## src/logic/corr_pkg.sv

```systemverilog
`default_nettype none

package corr_pkg;

   // ------------------------------
   // Antenna side
   // ------------------------------
   localparam int NUM_ANT  = 8;
   localparam int ANT_BITS = $clog2(NUM_ANT);

   // Pairs per block, also the cycles per sample
   localparam int TRATE      = 4;
   localparam int NUM_BLOCKS = 2;
   localparam int SLOT_BITS  = 2;

   // ------------------------------
   // Accumulation
   // ------------------------------
   localparam int ACCUM_BITS    = 8;
   localparam int INTEG_SAMPLES = 200;
   localparam int SAMPLE_BITS   = $clog2(INTEG_SAMPLES);
   // Slot enable to valid result
   localparam int PIPE_LATENCY  = 3;

   // Entry is {antenna a, antenna b}, indexed by block * TRATE + slot
   localparam logic [2*ANT_BITS-1:0] PAIR_TABLE [0:NUM_BLOCKS*TRATE-1] = '{
      {3'd0, 3'd1}, {3'd0, 3'd2}, {3'd0, 3'd3}, {3'd1, 3'd2},
      {3'd1, 3'd3}, {3'd2, 3'd3}, {3'd4, 3'd5}, {3'd6, 3'd7}
   };

   // ------------------------------
   // Bus address map
   // ------------------------------
   // Word = block * 8 + slot * 2 + (0 cos, 1 sin)
   localparam int VIS_WORDS     = 16;
   localparam int VIS_ADDR_BITS = $clog2(VIS_WORDS);
   localparam int STATUS_ADDR   = 16;
   localparam int WB_ADDR_BITS  = 5;
   localparam int WB_DATA_BITS  = 16;

   // Sequencer states
   typedef enum logic {
      SEQ_IDLE,
      SEQ_RUN
   } seq_state_t;

endpackage

`default_nettype wire

```

## src/logic/corr_sequencer.sv

```systemverilog
`timescale 1ns/1ps
`default_nettype none

module corr_sequencer import corr_pkg::*; (
   input  logic                 clk_x,
   input  logic                 reset,
   input  logic                 sample_valid,
   input  logic [NUM_ANT-1:0]   ant_re,
   input  logic [NUM_ANT-1:0]   ant_im,
   output logic                 slot_en,
   output logic [SLOT_BITS-1:0] slot,
   output logic                 first,
   output logic                 last,
   output logic [NUM_ANT-1:0]   cap_re,
   output logic [NUM_ANT-1:0]   cap_im
);

   seq_state_t             state;
   logic [SAMPLE_BITS-1:0] sample_cnt;
   logic                   sweep_end;
   logic                   start;

   // Final slot of the current sweep
   assign sweep_end = (state == SEQ_RUN) && (slot == SLOT_BITS'(TRATE - 1));
   // New sweep when idle, or back to back right after the final slot
   assign start = sample_valid && ((state == SEQ_IDLE) || sweep_end);

   // ------------------------------
   // Slot sweep FSM and frame count
   // ------------------------------
   always_ff @(posedge clk_x) begin
      if (reset) begin
         state      <= SEQ_IDLE;
         slot_en    <= 1'b0;
         slot       <= '0;
         first      <= 1'b0;
         last       <= 1'b0;
         sample_cnt <= '0;
      end else if (start) begin
         state   <= SEQ_RUN;
         slot_en <= 1'b1;
         slot    <= '0;
         // Flags hold for the whole sweep
         first   <= (sample_cnt == '0);
         last    <= (sample_cnt == SAMPLE_BITS'(INTEG_SAMPLES - 1));
         // Wrap at the frame length
         if (sample_cnt == SAMPLE_BITS'(INTEG_SAMPLES - 1)) begin
            sample_cnt <= '0;
         end else begin
            sample_cnt <= sample_cnt + 1'b1;
         end
      end else begin
         case (state)
            SEQ_RUN: begin
               if (sweep_end) begin
                  state   <= SEQ_IDLE;
                  slot_en <= 1'b0;
               end else begin
                  slot <= slot + 1'b1;
               end
            end
            default: begin
               slot_en <= 1'b0;
            end
         endcase
      end
   end

   // Sample bits stay put until the next accepted sample
   always_ff @(posedge clk_x) begin
      if (start) begin
         cap_re <= ant_re;
         cap_im <= ant_im;
      end
   end

endmodule

`default_nettype wire

```

## src/logic/cos_sin_accum.sv

```systemverilog
`timescale 1ns/1ps
`default_nettype none

module cos_sin_accum import corr_pkg::*; (
   input  logic                  clk_x,
   input  logic                  reset,
   input  logic                  en,
   input  logic                  clear,
   input  logic                  a_re,
   input  logic                  b_re,
   input  logic                  b_im,
   input  logic [ACCUM_BITS-1:0] acc_cos,
   input  logic [ACCUM_BITS-1:0] acc_sin,
   output logic                  vld,
   output logic [ACCUM_BITS-1:0] q_cos,
   output logic [ACCUM_BITS-1:0] q_sin
);

   logic                  agree_cos;
   logic                  agree_sin;
   logic [ACCUM_BITS-1:0] base_cos;
   logic [ACCUM_BITS-1:0] base_sin;

   // ------------------------------
   // One-bit products
   // ------------------------------
   // Agreement of signs, cos term
   assign agree_cos = a_re ~^ b_re;
   // Quadrature term against imaginary of b
   assign agree_sin = a_re ~^ b_im;

   // First sample of a frame starts from zero
   assign base_cos = clear ? '0 : acc_cos;
   assign base_sin = clear ? '0 : acc_sin;

   // Valid doubles as memory write enable
   always_ff @(posedge clk_x) begin
      if (reset) begin
         vld <= 1'b0;
      end else begin
         vld <= en;
      end
   end

   // Adder stage
   always_ff @(posedge clk_x) begin
      if (en) begin
         q_cos <= base_cos + ACCUM_BITS'(agree_cos);
         q_sin <= base_sin + ACCUM_BITS'(agree_sin);
      end
   end

endmodule

`default_nettype wire

```

## src/logic/corr_block.sv

```systemverilog
`timescale 1ns/1ps
`default_nettype none

module corr_block import corr_pkg::*; #(
   parameter int BLOCK_ID = 0
) (
   input  logic                  clk_x,
   input  logic                  reset,
   input  logic                  slot_en,
   input  logic [SLOT_BITS-1:0]  slot,
   input  logic                  first,
   input  logic                  last,
   input  logic [NUM_ANT-1:0]    cap_re,
   input  logic [NUM_ANT-1:0]    cap_im,
   output logic                  res_vld,
   output logic [SLOT_BITS-1:0]  res_slot,
   output logic                  res_last,
   output logic [ACCUM_BITS-1:0] res_cos,
   output logic [ACCUM_BITS-1:0] res_sin
);

   // Accumulators, one entry per slot
   logic [ACCUM_BITS-1:0] cos_mem [0:TRATE-1];
   logic [ACCUM_BITS-1:0] sin_mem [0:TRATE-1];

   logic [2*ANT_BITS-1:0] pair;
   logic [ANT_BITS-1:0]   ant_a;
   logic [ANT_BITS-1:0]   ant_b;

   // Stage 1 and 2 registers
   logic                  en1, en2;
   logic                  first1, first2;
   logic                  last1, last2;
   logic [SLOT_BITS-1:0]  slot1, slot2;
   logic                  a_re1, b_re1, b_im1;
   logic                  a_re2, b_re2, b_im2;
   logic [ACCUM_BITS-1:0] cos1, sin1, cos2, sin2;

   // ------------------------------
   // Pair lookup for this block
   // ------------------------------
   assign pair  = PAIR_TABLE[BLOCK_ID*TRATE + int'(slot)];
   assign ant_a = pair[2*ANT_BITS-1:ANT_BITS];
   assign ant_b = pair[ANT_BITS-1:0];

   // Control side of the pipeline
   always_ff @(posedge clk_x) begin
      if (reset) begin
         {en1, en2, first1, first2, last1, last2} <= '0;
         res_last <= 1'b0;
      end else begin
         {en1, first1, last1} <= {slot_en, first, last};
         {en2, first2, last2} <= {en1, first1, last1};
         // Last flag lines up with the adder output
         if (en2) begin
            res_last <= last2;
         end
      end
   end

   // ------------------------------
   // Stage 1 read, stage 2 operands
   // ------------------------------
   always_ff @(posedge clk_x) begin
      slot1 <= slot;
      a_re1 <= cap_re[ant_a];
      b_re1 <= cap_re[ant_b];
      b_im1 <= cap_im[ant_b];
      cos1  <= cos_mem[slot];
      sin1  <= sin_mem[slot];
      {slot2, a_re2, b_re2, b_im2} <= {slot1, a_re1, b_re1, b_im1};
      {cos2, sin2} <= {cos1, sin1};
      // Write address travels with the adder stage
      if (en2) begin
         res_slot <= slot2;
      end
   end

   // Stage 3 adder
   cos_sin_accum u_accum (
      .clk_x   (clk_x),
      .reset   (reset),
      .en      (en2),
      .clear   (first2),
      .a_re    (a_re2),
      .b_re    (b_re2),
      .b_im    (b_im2),
      .acc_cos (cos2),
      .acc_sin (sin2),
      .vld     (res_vld),
      .q_cos   (res_cos),
      .q_sin   (res_sin)
   );

   // Write back lands before the slot is read again
   always_ff @(posedge clk_x) begin
      if (res_vld) begin
         cos_mem[res_slot] <= res_cos;
         sin_mem[res_slot] <= res_sin;
      end
   end

endmodule

`default_nettype wire

```

## src/logic/vis_bank.sv

```systemverilog
`timescale 1ns/1ps
`default_nettype none

module vis_bank import corr_pkg::*; (
   input  logic                    clk_x,
   input  logic                    reset,
   input  logic                    b0_res_vld,
   input  logic [SLOT_BITS-1:0]    b0_res_slot,
   input  logic                    b0_res_last,
   input  logic [ACCUM_BITS-1:0]   b0_res_cos,
   input  logic [ACCUM_BITS-1:0]   b0_res_sin,
   input  logic                    b1_res_vld,
   input  logic [SLOT_BITS-1:0]    b1_res_slot,
   input  logic                    b1_res_last,
   input  logic [ACCUM_BITS-1:0]   b1_res_cos,
   input  logic [ACCUM_BITS-1:0]   b1_res_sin,
   input  logic                    wb_cyc,
   input  logic                    wb_stb,
   input  logic                    wb_we,
   input  logic [WB_ADDR_BITS-1:0] wb_adr,
   input  logic [WB_DATA_BITS-1:0] wb_dat_w,
   output logic [WB_DATA_BITS-1:0] wb_dat_r,
   output logic                    wb_ack
);

   // Two banks of visibility words
   logic [ACCUM_BITS-1:0]   vis_buf [0:1][0:VIS_WORDS-1];
   logic                    bank_sel;
   logic [WB_DATA_BITS-1:0] frame_cnt;
   logic                    frame_end;
   logic                    bus_req;

   // Results gathered per block
   logic                  wr_en   [NUM_BLOCKS];
   logic [SLOT_BITS-1:0]  wr_slot [NUM_BLOCKS];
   logic [ACCUM_BITS-1:0] wr_cos  [NUM_BLOCKS];
   logic [ACCUM_BITS-1:0] wr_sin  [NUM_BLOCKS];

   // Word address of a block's slot, term 0 cos or 1 sin
   function automatic logic [VIS_ADDR_BITS-1:0] word_index(
      input int blk, input logic [SLOT_BITS-1:0] s, input logic term);
      return VIS_ADDR_BITS'(blk * 2 * TRATE + 2 * int'(s) + int'(term));
   endfunction

   // Only the final sums of a frame are kept
   assign wr_en[0]   = b0_res_vld && b0_res_last;
   assign wr_en[1]   = b1_res_vld && b1_res_last;
   assign wr_slot[0] = b0_res_slot;
   assign wr_slot[1] = b1_res_slot;
   assign {wr_cos[0], wr_sin[0]} = {b0_res_cos, b0_res_sin};
   assign {wr_cos[1], wr_sin[1]} = {b1_res_cos, b1_res_sin};

   // Blocks run in lockstep, block 1 slot 3 closes the frame
   assign frame_end = wr_en[1] && (b1_res_slot == SLOT_BITS'(TRATE - 1));

   // ------------------------------
   // Active bank writes
   // ------------------------------
   always_ff @(posedge clk_x) begin
      for (int b = 0; b < NUM_BLOCKS; b++) begin
         if (wr_en[b]) begin
            vis_buf[bank_sel][word_index(b, wr_slot[b], 1'b0)] <= wr_cos[b];
            vis_buf[bank_sel][word_index(b, wr_slot[b], 1'b1)] <= wr_sin[b];
         end
      end
   end

   // Flip and count together with the last write
   always_ff @(posedge clk_x) begin
      if (reset) begin
         bank_sel  <= 1'b0;
         frame_cnt <= '0;
      end else if (frame_end) begin
         bank_sel  <= ~bank_sel;
         frame_cnt <= frame_cnt + 1'b1;
      end
   end

   // ------------------------------
   // Wishbone classic slave
   // ------------------------------
   // One ack per request, write data is discarded
   assign bus_req = wb_cyc && wb_stb && !wb_ack;

   always_ff @(posedge clk_x) begin
      if (reset) begin
         wb_ack <= 1'b0;
      end else begin
         wb_ack <= bus_req;
      end
   end

   // Reads come from the completed bank
   always_ff @(posedge clk_x) begin
      if (bus_req) begin
         if (wb_we) begin
            wb_dat_r <= '0;
         end else if (wb_adr < WB_ADDR_BITS'(VIS_WORDS)) begin
            wb_dat_r <= WB_DATA_BITS'(vis_buf[~bank_sel][wb_adr[VIS_ADDR_BITS-1:0]]);
         end else if (wb_adr == WB_ADDR_BITS'(STATUS_ADDR)) begin
            wb_dat_r <= frame_cnt;
         end else begin
            wb_dat_r <= '0;
         end
      end
   end

endmodule

`default_nettype wire

```

## src/logic/corr_top.sv

```systemverilog
`timescale 1ns/1ps
`default_nettype none

module corr_top import corr_pkg::*; (
   input  logic                    clk_x,
   input  logic                    reset,
   // Antenna side
   input  logic                    sample_valid,
   input  logic [NUM_ANT-1:0]      ant_re,
   input  logic [NUM_ANT-1:0]      ant_im,
   // Wishbone
   input  logic                    wb_cyc,
   input  logic                    wb_stb,
   input  logic                    wb_we,
   input  logic [WB_ADDR_BITS-1:0] wb_adr,
   input  logic [WB_DATA_BITS-1:0] wb_dat_w,
   output logic [WB_DATA_BITS-1:0] wb_dat_r,
   output logic                    wb_ack
);

   // ------------------------------
   // Sequencer broadcast
   // ------------------------------
   logic                  slot_en;
   logic [SLOT_BITS-1:0]  slot;
   logic                  first;
   logic                  last;
   logic [NUM_ANT-1:0]    cap_re;
   logic [NUM_ANT-1:0]    cap_im;

   // Block results
   logic                  b0_vld, b1_vld;
   logic [SLOT_BITS-1:0]  b0_slot, b1_slot;
   logic                  b0_last, b1_last;
   logic [ACCUM_BITS-1:0] b0_cos, b1_cos;
   logic [ACCUM_BITS-1:0] b0_sin, b1_sin;

   corr_sequencer u_seq (
      .clk_x, .reset, .sample_valid, .ant_re, .ant_im,
      .slot_en, .slot, .first, .last, .cap_re, .cap_im
   );

   // Pairs 0 to 3
   corr_block #(.BLOCK_ID(0)) u_block0 (
      .clk_x, .reset, .slot_en, .slot, .first, .last, .cap_re, .cap_im,
      .res_vld (b0_vld), .res_slot (b0_slot), .res_last (b0_last),
      .res_cos (b0_cos), .res_sin  (b0_sin)
   );

   // Pairs 4 to 7
   corr_block #(.BLOCK_ID(1)) u_block1 (
      .clk_x, .reset, .slot_en, .slot, .first, .last, .cap_re, .cap_im,
      .res_vld (b1_vld), .res_slot (b1_slot), .res_last (b1_last),
      .res_cos (b1_cos), .res_sin  (b1_sin)
   );

   // Double-buffered store and bus port
   vis_bank u_bank (
      .clk_x, .reset,
      .b0_res_vld (b0_vld), .b0_res_slot (b0_slot), .b0_res_last (b0_last),
      .b0_res_cos (b0_cos), .b0_res_sin  (b0_sin),
      .b1_res_vld (b1_vld), .b1_res_slot (b1_slot), .b1_res_last (b1_last),
      .b1_res_cos (b1_cos), .b1_res_sin  (b1_sin),
      .wb_cyc, .wb_stb, .wb_we, .wb_adr, .wb_dat_w, .wb_dat_r, .wb_ack
   );

endmodule

`default_nettype wire

```

## config.mk

```make
export PLATFORM = sky130hd
export DESIGN_NAME = corr_top
export DESIGN_NICKNAME = d
export VERILOG_FILES = /design/src/logic/corr_pkg.sv /design/src/logic/corr_sequencer.sv /design/src/logic/cos_sin_accum.sv /design/src/logic/corr_block.sv /design/src/logic/vis_bank.sv /design/src/logic/corr_top.sv
export SDC_FILE = /design/constraint.sdc
export NUM_CORES = 1
export LEC_CHECK = 0
export ABC_AREA = 1
export BUFFER_PORTS_ARGS = -buffer_cell sky130_fd_sc_hd__buf_2
export CAP_MARGIN = 10
export CORE_ASPECT_RATIO = 1.25
export CORE_MARGIN = 10
export CORE_UTILIZATION = 59
export DETAILED_ROUTE_END_ITERATION = 7
export GPL_ROUTABILITY_DRIVEN = 0
export PLACE_DENSITY = 0.79
export SLEW_MARGIN = 10
export SYNTH_ARGS = -nofsm -noshare
export SYNTH_HDL_FRONTEND = slang
export SYNTH_SLANG_ARGS = --single-unit
```

## constraint.sdc

```tcl
create_clock -name clk_x -period 11.3 [get_ports clk_x]
set_clock_uncertainty 0.2 [all_clocks]
set_input_delay 2.26 -clock clk_x [delete_from_list [all_inputs] [get_ports clk_x]]
set_output_delay 2.26 -clock clk_x [all_outputs]
set_load 0.1 [all_outputs]
```

==> flow_summary.html <==
<table>
<tr><th>Metric</th><th>Value</th></tr>
<tr><th colspan="2">Floorplan</th></tr>
<tr><td>Starting utilization of the core area</td><td>approximately three fifths</td></tr>
<tr><td>Die footprint</td><td>approximately 47000 sq um</td></tr>
<tr><td># IOs</td><td>60</td></tr>
<tr><td>Chip Width</td><td>approximately 200 microns</td></tr>
<tr><td>Site Rows</td><td>80</td></tr>
<tr><td>Std-Cell Core Area</td><td>between 30000 and 40000 sq um</td></tr>
<tr><td>Die height</td><td>239 microns</td></tr>
<tr><th colspan="2">Synthesis</th></tr>
<tr><td>Yosys top cell by area</td><td>sky130_fd_sc_hd__edfxtp_1</td></tr>
<tr><td>Share of Yosys cell area claimed by the top area cell type</td><td>between 50% and 60%</td></tr>
<tr><td>Top area cells in the synthesized netlist</td><td>sky130_fd_sc_hd__edfxtp_1, sky130_fd_sc_hd__dfxtp_1, sky130_fd_sc_hd__nand2_1</td></tr>
<tr><td>Cell area after technology mapping</td><td>~23000 sq um</td></tr>
<tr><td>Post-synthesis share of cell area spent on full adders, half adders and majority gates</td><td>less than 1%</td></tr>
<tr><td>Simple logic cell fraction of the synthesized area</td><td>between 10% and 20%</td></tr>
<tr><td>Post-Synthesis Cells</td><td>2068</td></tr>
<tr><td>Number of distinct standard cells referenced by the synthesized netlist</td><td>38</td></tr>
<tr><td>Sequential-to-total area share from yosys stat</td><td>70.0%</td></tr>
<tr><td>Combinational family with the most area after synthesis</td><td>simple AND/OR/NAND/NOR gates</td></tr>
<tr><td>Synthesized-area fraction occupied by ao, oa, aoi and oai cells</td><td>roughly 6.4%</td></tr>
<tr><td>Mux contribution to synthesized area</td><td>0%</td></tr>
<tr><td>Total of flip-flops plus latches after synthesis</td><td>~570</td></tr>
<tr><td>Synthesized area divided by synthesized cell count</td><td>around 11 sq um</td></tr>
<tr><td>Synth Area in XOR/XNOR</td><td>1.01%</td></tr>
<tr><td>Number of warnings printed during yosys synthesis</td><td>0</td></tr>
<tr><td>Post-Syn Nets</td><td>about 2100</td></tr>
<tr><th colspan="2">Drt</th></tr>
<tr><td>Count of TritonRoute iterations in the first routing pass</td><td>5</td></tr>
<tr><td>Ratio of routed vias to standard cells</td><td>5.73</td></tr>
<tr><td>Remaining design rule violation count</td><td>0</td></tr>
<tr><td>WL final</td><td>49.0 mm</td></tr>
<tr><td>Remaining antenna violation count</td><td>0</td></tr>
<tr><td>Routed wire per std cell</td><td>approximately 19 microns</td></tr>
<tr><td>Count of vias placed by the detailed router</td><td>between 15000 and 20000</td></tr>
<tr><td>Detailed router's first-iteration violation count</td><td>1185</td></tr>
<tr><th colspan="2">Worst setup path</th></tr>
<tr><td>Maximum fanout along the worst path</td><td>between 60 and 70</td></tr>
<tr><td>Type of the worst setup path</td><td>input port to flop</td></tr>
<tr><td>Critical path startpoint category</td><td>input port</td></tr>
<tr><td>Worst Setup End Kind</td><td>flop</td></tr>
<tr><td>Critical path arrival</td><td>4.64 ns</td></tr>
<tr><td>Required @ worst endpoint</td><td>~11 ns</td></tr>
<tr><th colspan="2">Timing</th></tr>
<tr><td>Max Freq</td><td>0.222 GHz</td></tr>
<tr><td>Final-report setup violation count</td><td>0</td></tr>
<tr><td>Slew at the pin closest to its max-slew limit</td><td>between 1 and 1.5 ns</td></tr>
<tr><td>Count of final hold-check violations</td><td>0</td></tr>
<tr><td>Pins over their slew limit</td><td>0</td></tr>
<tr><td>Crit share post-route</td><td>approximately two fifths</td></tr>
<tr><td>Setup repair after global routing missed its margin</td><td>no</td></tr>
<tr><td>Worst relative slew slack</td><td>20.2%</td></tr>
<tr><td>Final TNS setup</td><td>0 ns</td></tr>
<tr><td>Period minus WS final</td><td>about 4.5 ns</td></tr>
<tr><th colspan="2">Final layout</th></tr>
<tr><td>Fraction of layout instances using a drive strength above 1</td><td>8.30%</td></tr>
<tr><td>Most common cell after layout, fill and taps aside</td><td>sky130_fd_sc_hd__nand2_1</td></tr>
<tr><td>Final cell area excluding filler cells</td><td>~25000 sq um</td></tr>
<tr><td>Most frequent cells in the layout</td><td>sky130_fd_sc_hd__nand2_1, sky130_fd_sc_hd__edfxtp_1, sky130_fd_sc_hd__inv_1</td></tr>
<tr><td>Growth of design area from synthesis to finish</td><td>10.0%</td></tr>
<tr><td># nets final</td><td>between 2000 and 2500</td></tr>
<tr><th colspan="2">Power</th></tr>
<tr><td>Leakage power</td><td>9.61 nW</td></tr>
<tr><td>Power per unit of standard cell area</td><td>around 170 nW/um^2</td></tr>
<tr><td>Final Total Pwr</td><td>~4.2 mW</td></tr>
<tr><td>Peak ir drop on the vdd network</td><td>0.000114 V</td></tr>
<tr><th colspan="2">Clock network</th></tr>
<tr><td>Clk Tree Root Cell</td><td>sky130_fd_sc_hd__clkbuf_16</td></tr>
<tr><td>CTS tree</td><td>built</td></tr>
<tr><td>Number of buffers added by the clock tree synthesis step</td><td>50</td></tr>
<tr><td>Post-CTS sizing</td><td>0</td></tr>
<tr><td>H-tree level count</td><td>2</td></tr>
<tr><td>Number of hold buffers added after cts</td><td>0</td></tr>
<tr><td>Clock-pin slew on the worst setup and hold paths</td><td>~0.070 ns</td></tr>
<tr><td>Total setup buffers inserted after CTS</td><td>0</td></tr>
<tr><td>Clock Latency Late Sink</td><td>0.58 ns</td></tr>
<tr><td>Maximum clock insertion buffer count</td><td>3</td></tr>
<tr><td># clock sinks</td><td>about 570</td></tr>
<tr><th colspan="2">GRT</th></tr>
<tr><td>Vias in the first global route</td><td>~15000</td></tr>
<tr><td>Maximum number of pins on one net before global-route repair</td><td>83</td></tr>
<tr><td>Overall track demand over capacity in global routing</td><td>between 20% and 30%</td></tr>
<tr><td>Number of antenna violations at the first check in global routing</td><td>1</td></tr>
<tr><td>Wire length of the first global-routing pass</td><td>just under 80 mm</td></tr>
<tr><td>Remaining global-route overflow</td><td>0</td></tr>
<tr><th colspan="2">Run</th></tr>
<tr><td>Number of max-capacitance violations reported</td><td>0</td></tr>
<tr><th colspan="2">Placed design</th></tr>
<tr><td>Post-Place Cell Area</td><td>roughly 23000 sq um</td></tr>
<tr><td>Number of port buffers</td><td>41</td></tr>
<tr><td>DP HPWL</td><td>29.7 mm</td></tr>
<tr><th colspan="2">Outcome</th></tr>
<tr><td>Status</td><td>completed</td></tr>
<tr><th colspan="2">Worst hold path</th></tr>
<tr><td>Worst hold path class</td><td>flop to flop</td></tr>
</table>
==> routing by layer <==
metal / GRT usage, % / wire length [microns] / vias to the layer above
met2: 36.5 / 25400 / 608
met5: 0 / 0 / -
met1: 24.0 / 18200 / 7296
li1: - / - / 7038
met4: 9.62 / 1800 / 0
met3: 3.23 / 3500 / 112
==> cell families (layout without fill, tap and decap cells) <==
| group | Yosys count | in the layout |
|---|---|---|
| and+or+nand+nor | 866 | 866 |
| AOI/OAI and AO/OA | 281 | 281 |
| buffers and inverters | 310 | 374 |
| adders and majority gates | 17 | 17 |
| xor gates and xnor gates | 26 | 26 |
| DFF | 568 | 568 |
| other | 0 | 1 |
==> synthesized netlist by cell type, drive strengths merged <==
master and number:
a21oi 47, a31oi 2, and2 1, and3 2, buf 52, clkbuf 39
clkinv 3, dfxtp 120, edfxtp 448, ha 17, inv 216, nand2 464
nand3 174, nand3b 1, nand4 11, nor2 188, nor3 20, nor4 3
o211ai 1, o21a 1, o21ai 195, o22ai 35, or2 2, xnor2 10
xor2 16
==> critical path, cell delays in order <==
cell and delay (ns):
sky130_fd_sc_hd__buf_2 0.08, sky130_fd_sc_hd__buf_4 0.66, sky130_fd_sc_hd__inv_2 0.23, sky130_fd_sc_hd__buf_4 0.41, sky130_fd_sc_hd__nand3_1 0.19, sky130_fd_sc_hd__nand2_1 0.06
sky130_fd_sc_hd__nand2_1 0.07, sky130_fd_sc_hd__nand2_1 0.06, sky130_fd_sc_hd__nor2_1 0.13, sky130_fd_sc_hd__nand2_1 0.07, sky130_fd_sc_hd__nand3_1 0.23, sky130_fd_sc_hd__nand2_1 0.08
==> worst paths after layout <==
check | cells past startpoint | slack (ns) | start | endpoint
max | 12 | 6.79 | wb_adr[0] | u_bank.wb_dat_r[6]$_SDFFCE_PP0P_
max reg2reg | 4 | 7.72 | u_block1.res_slot[0]$_DFFE_PP_ | u_bank.vis_buf[1][79]$_DFFE_PP_
min | 0 | 0.13 | u_block0.sin1[3]$_DFF_P_ | u_block0.sin2[3]$_DFF_P_
min reg2reg | 0 | 0.13 | u_block0.sin1[3]$_DFF_P_ | u_block0.sin2[3]$_DFF_P_
==> power breakdown <==
group / internal [mW] / switching, mW / leakage, nW
Combinational: 0.0462 / 0.122 / 3.74
Sequential: 2.28 / 0.0222 / 5.05
Clock: 0.960 / 0.733 / 0.822
Total: 3.28 / 0.877 / 9.61
==> layout make-up <==
class                      count  area (sq um)
inverter                     219           825
antenna                        1          2.50
clock inverter                19           140
clock buffer                  75          1520
sequential                   568         15900
fill                        2739         13100
multi-input combinational   1190          5610
tap                          492           616
timing repair buffer          61           355
==> state kept, by name, summed over array words and instances (netlist names), 16 cells and up <==
register / count
u_bank.frame_cnt: 16
u_bank.vis_buf: 256
u_bank.wb_dat_r: 16
u_block0.cos_mem: 32
u_block0.sin_mem: 32
u_block1.cos_mem: 32
u_block1.sin_mem: 32
==> per-stage QoR <==
stage	hold WS [ns]	cells	utilization, %	worst slack (ns)
2_1_floorplan	0.110	2068	-	6.79
3_3_place_gp	0.110	2530	61.1	6.25
3_5_place_dp	0.112	2530	61.1	6.23
4_1_cts	0.128	2624	65.5	6.83
5_1_grt	0.132	2624	65.5	6.66
6_report	0.127	2625	65.5	6.79
Power figures use the tool's default switching activity.
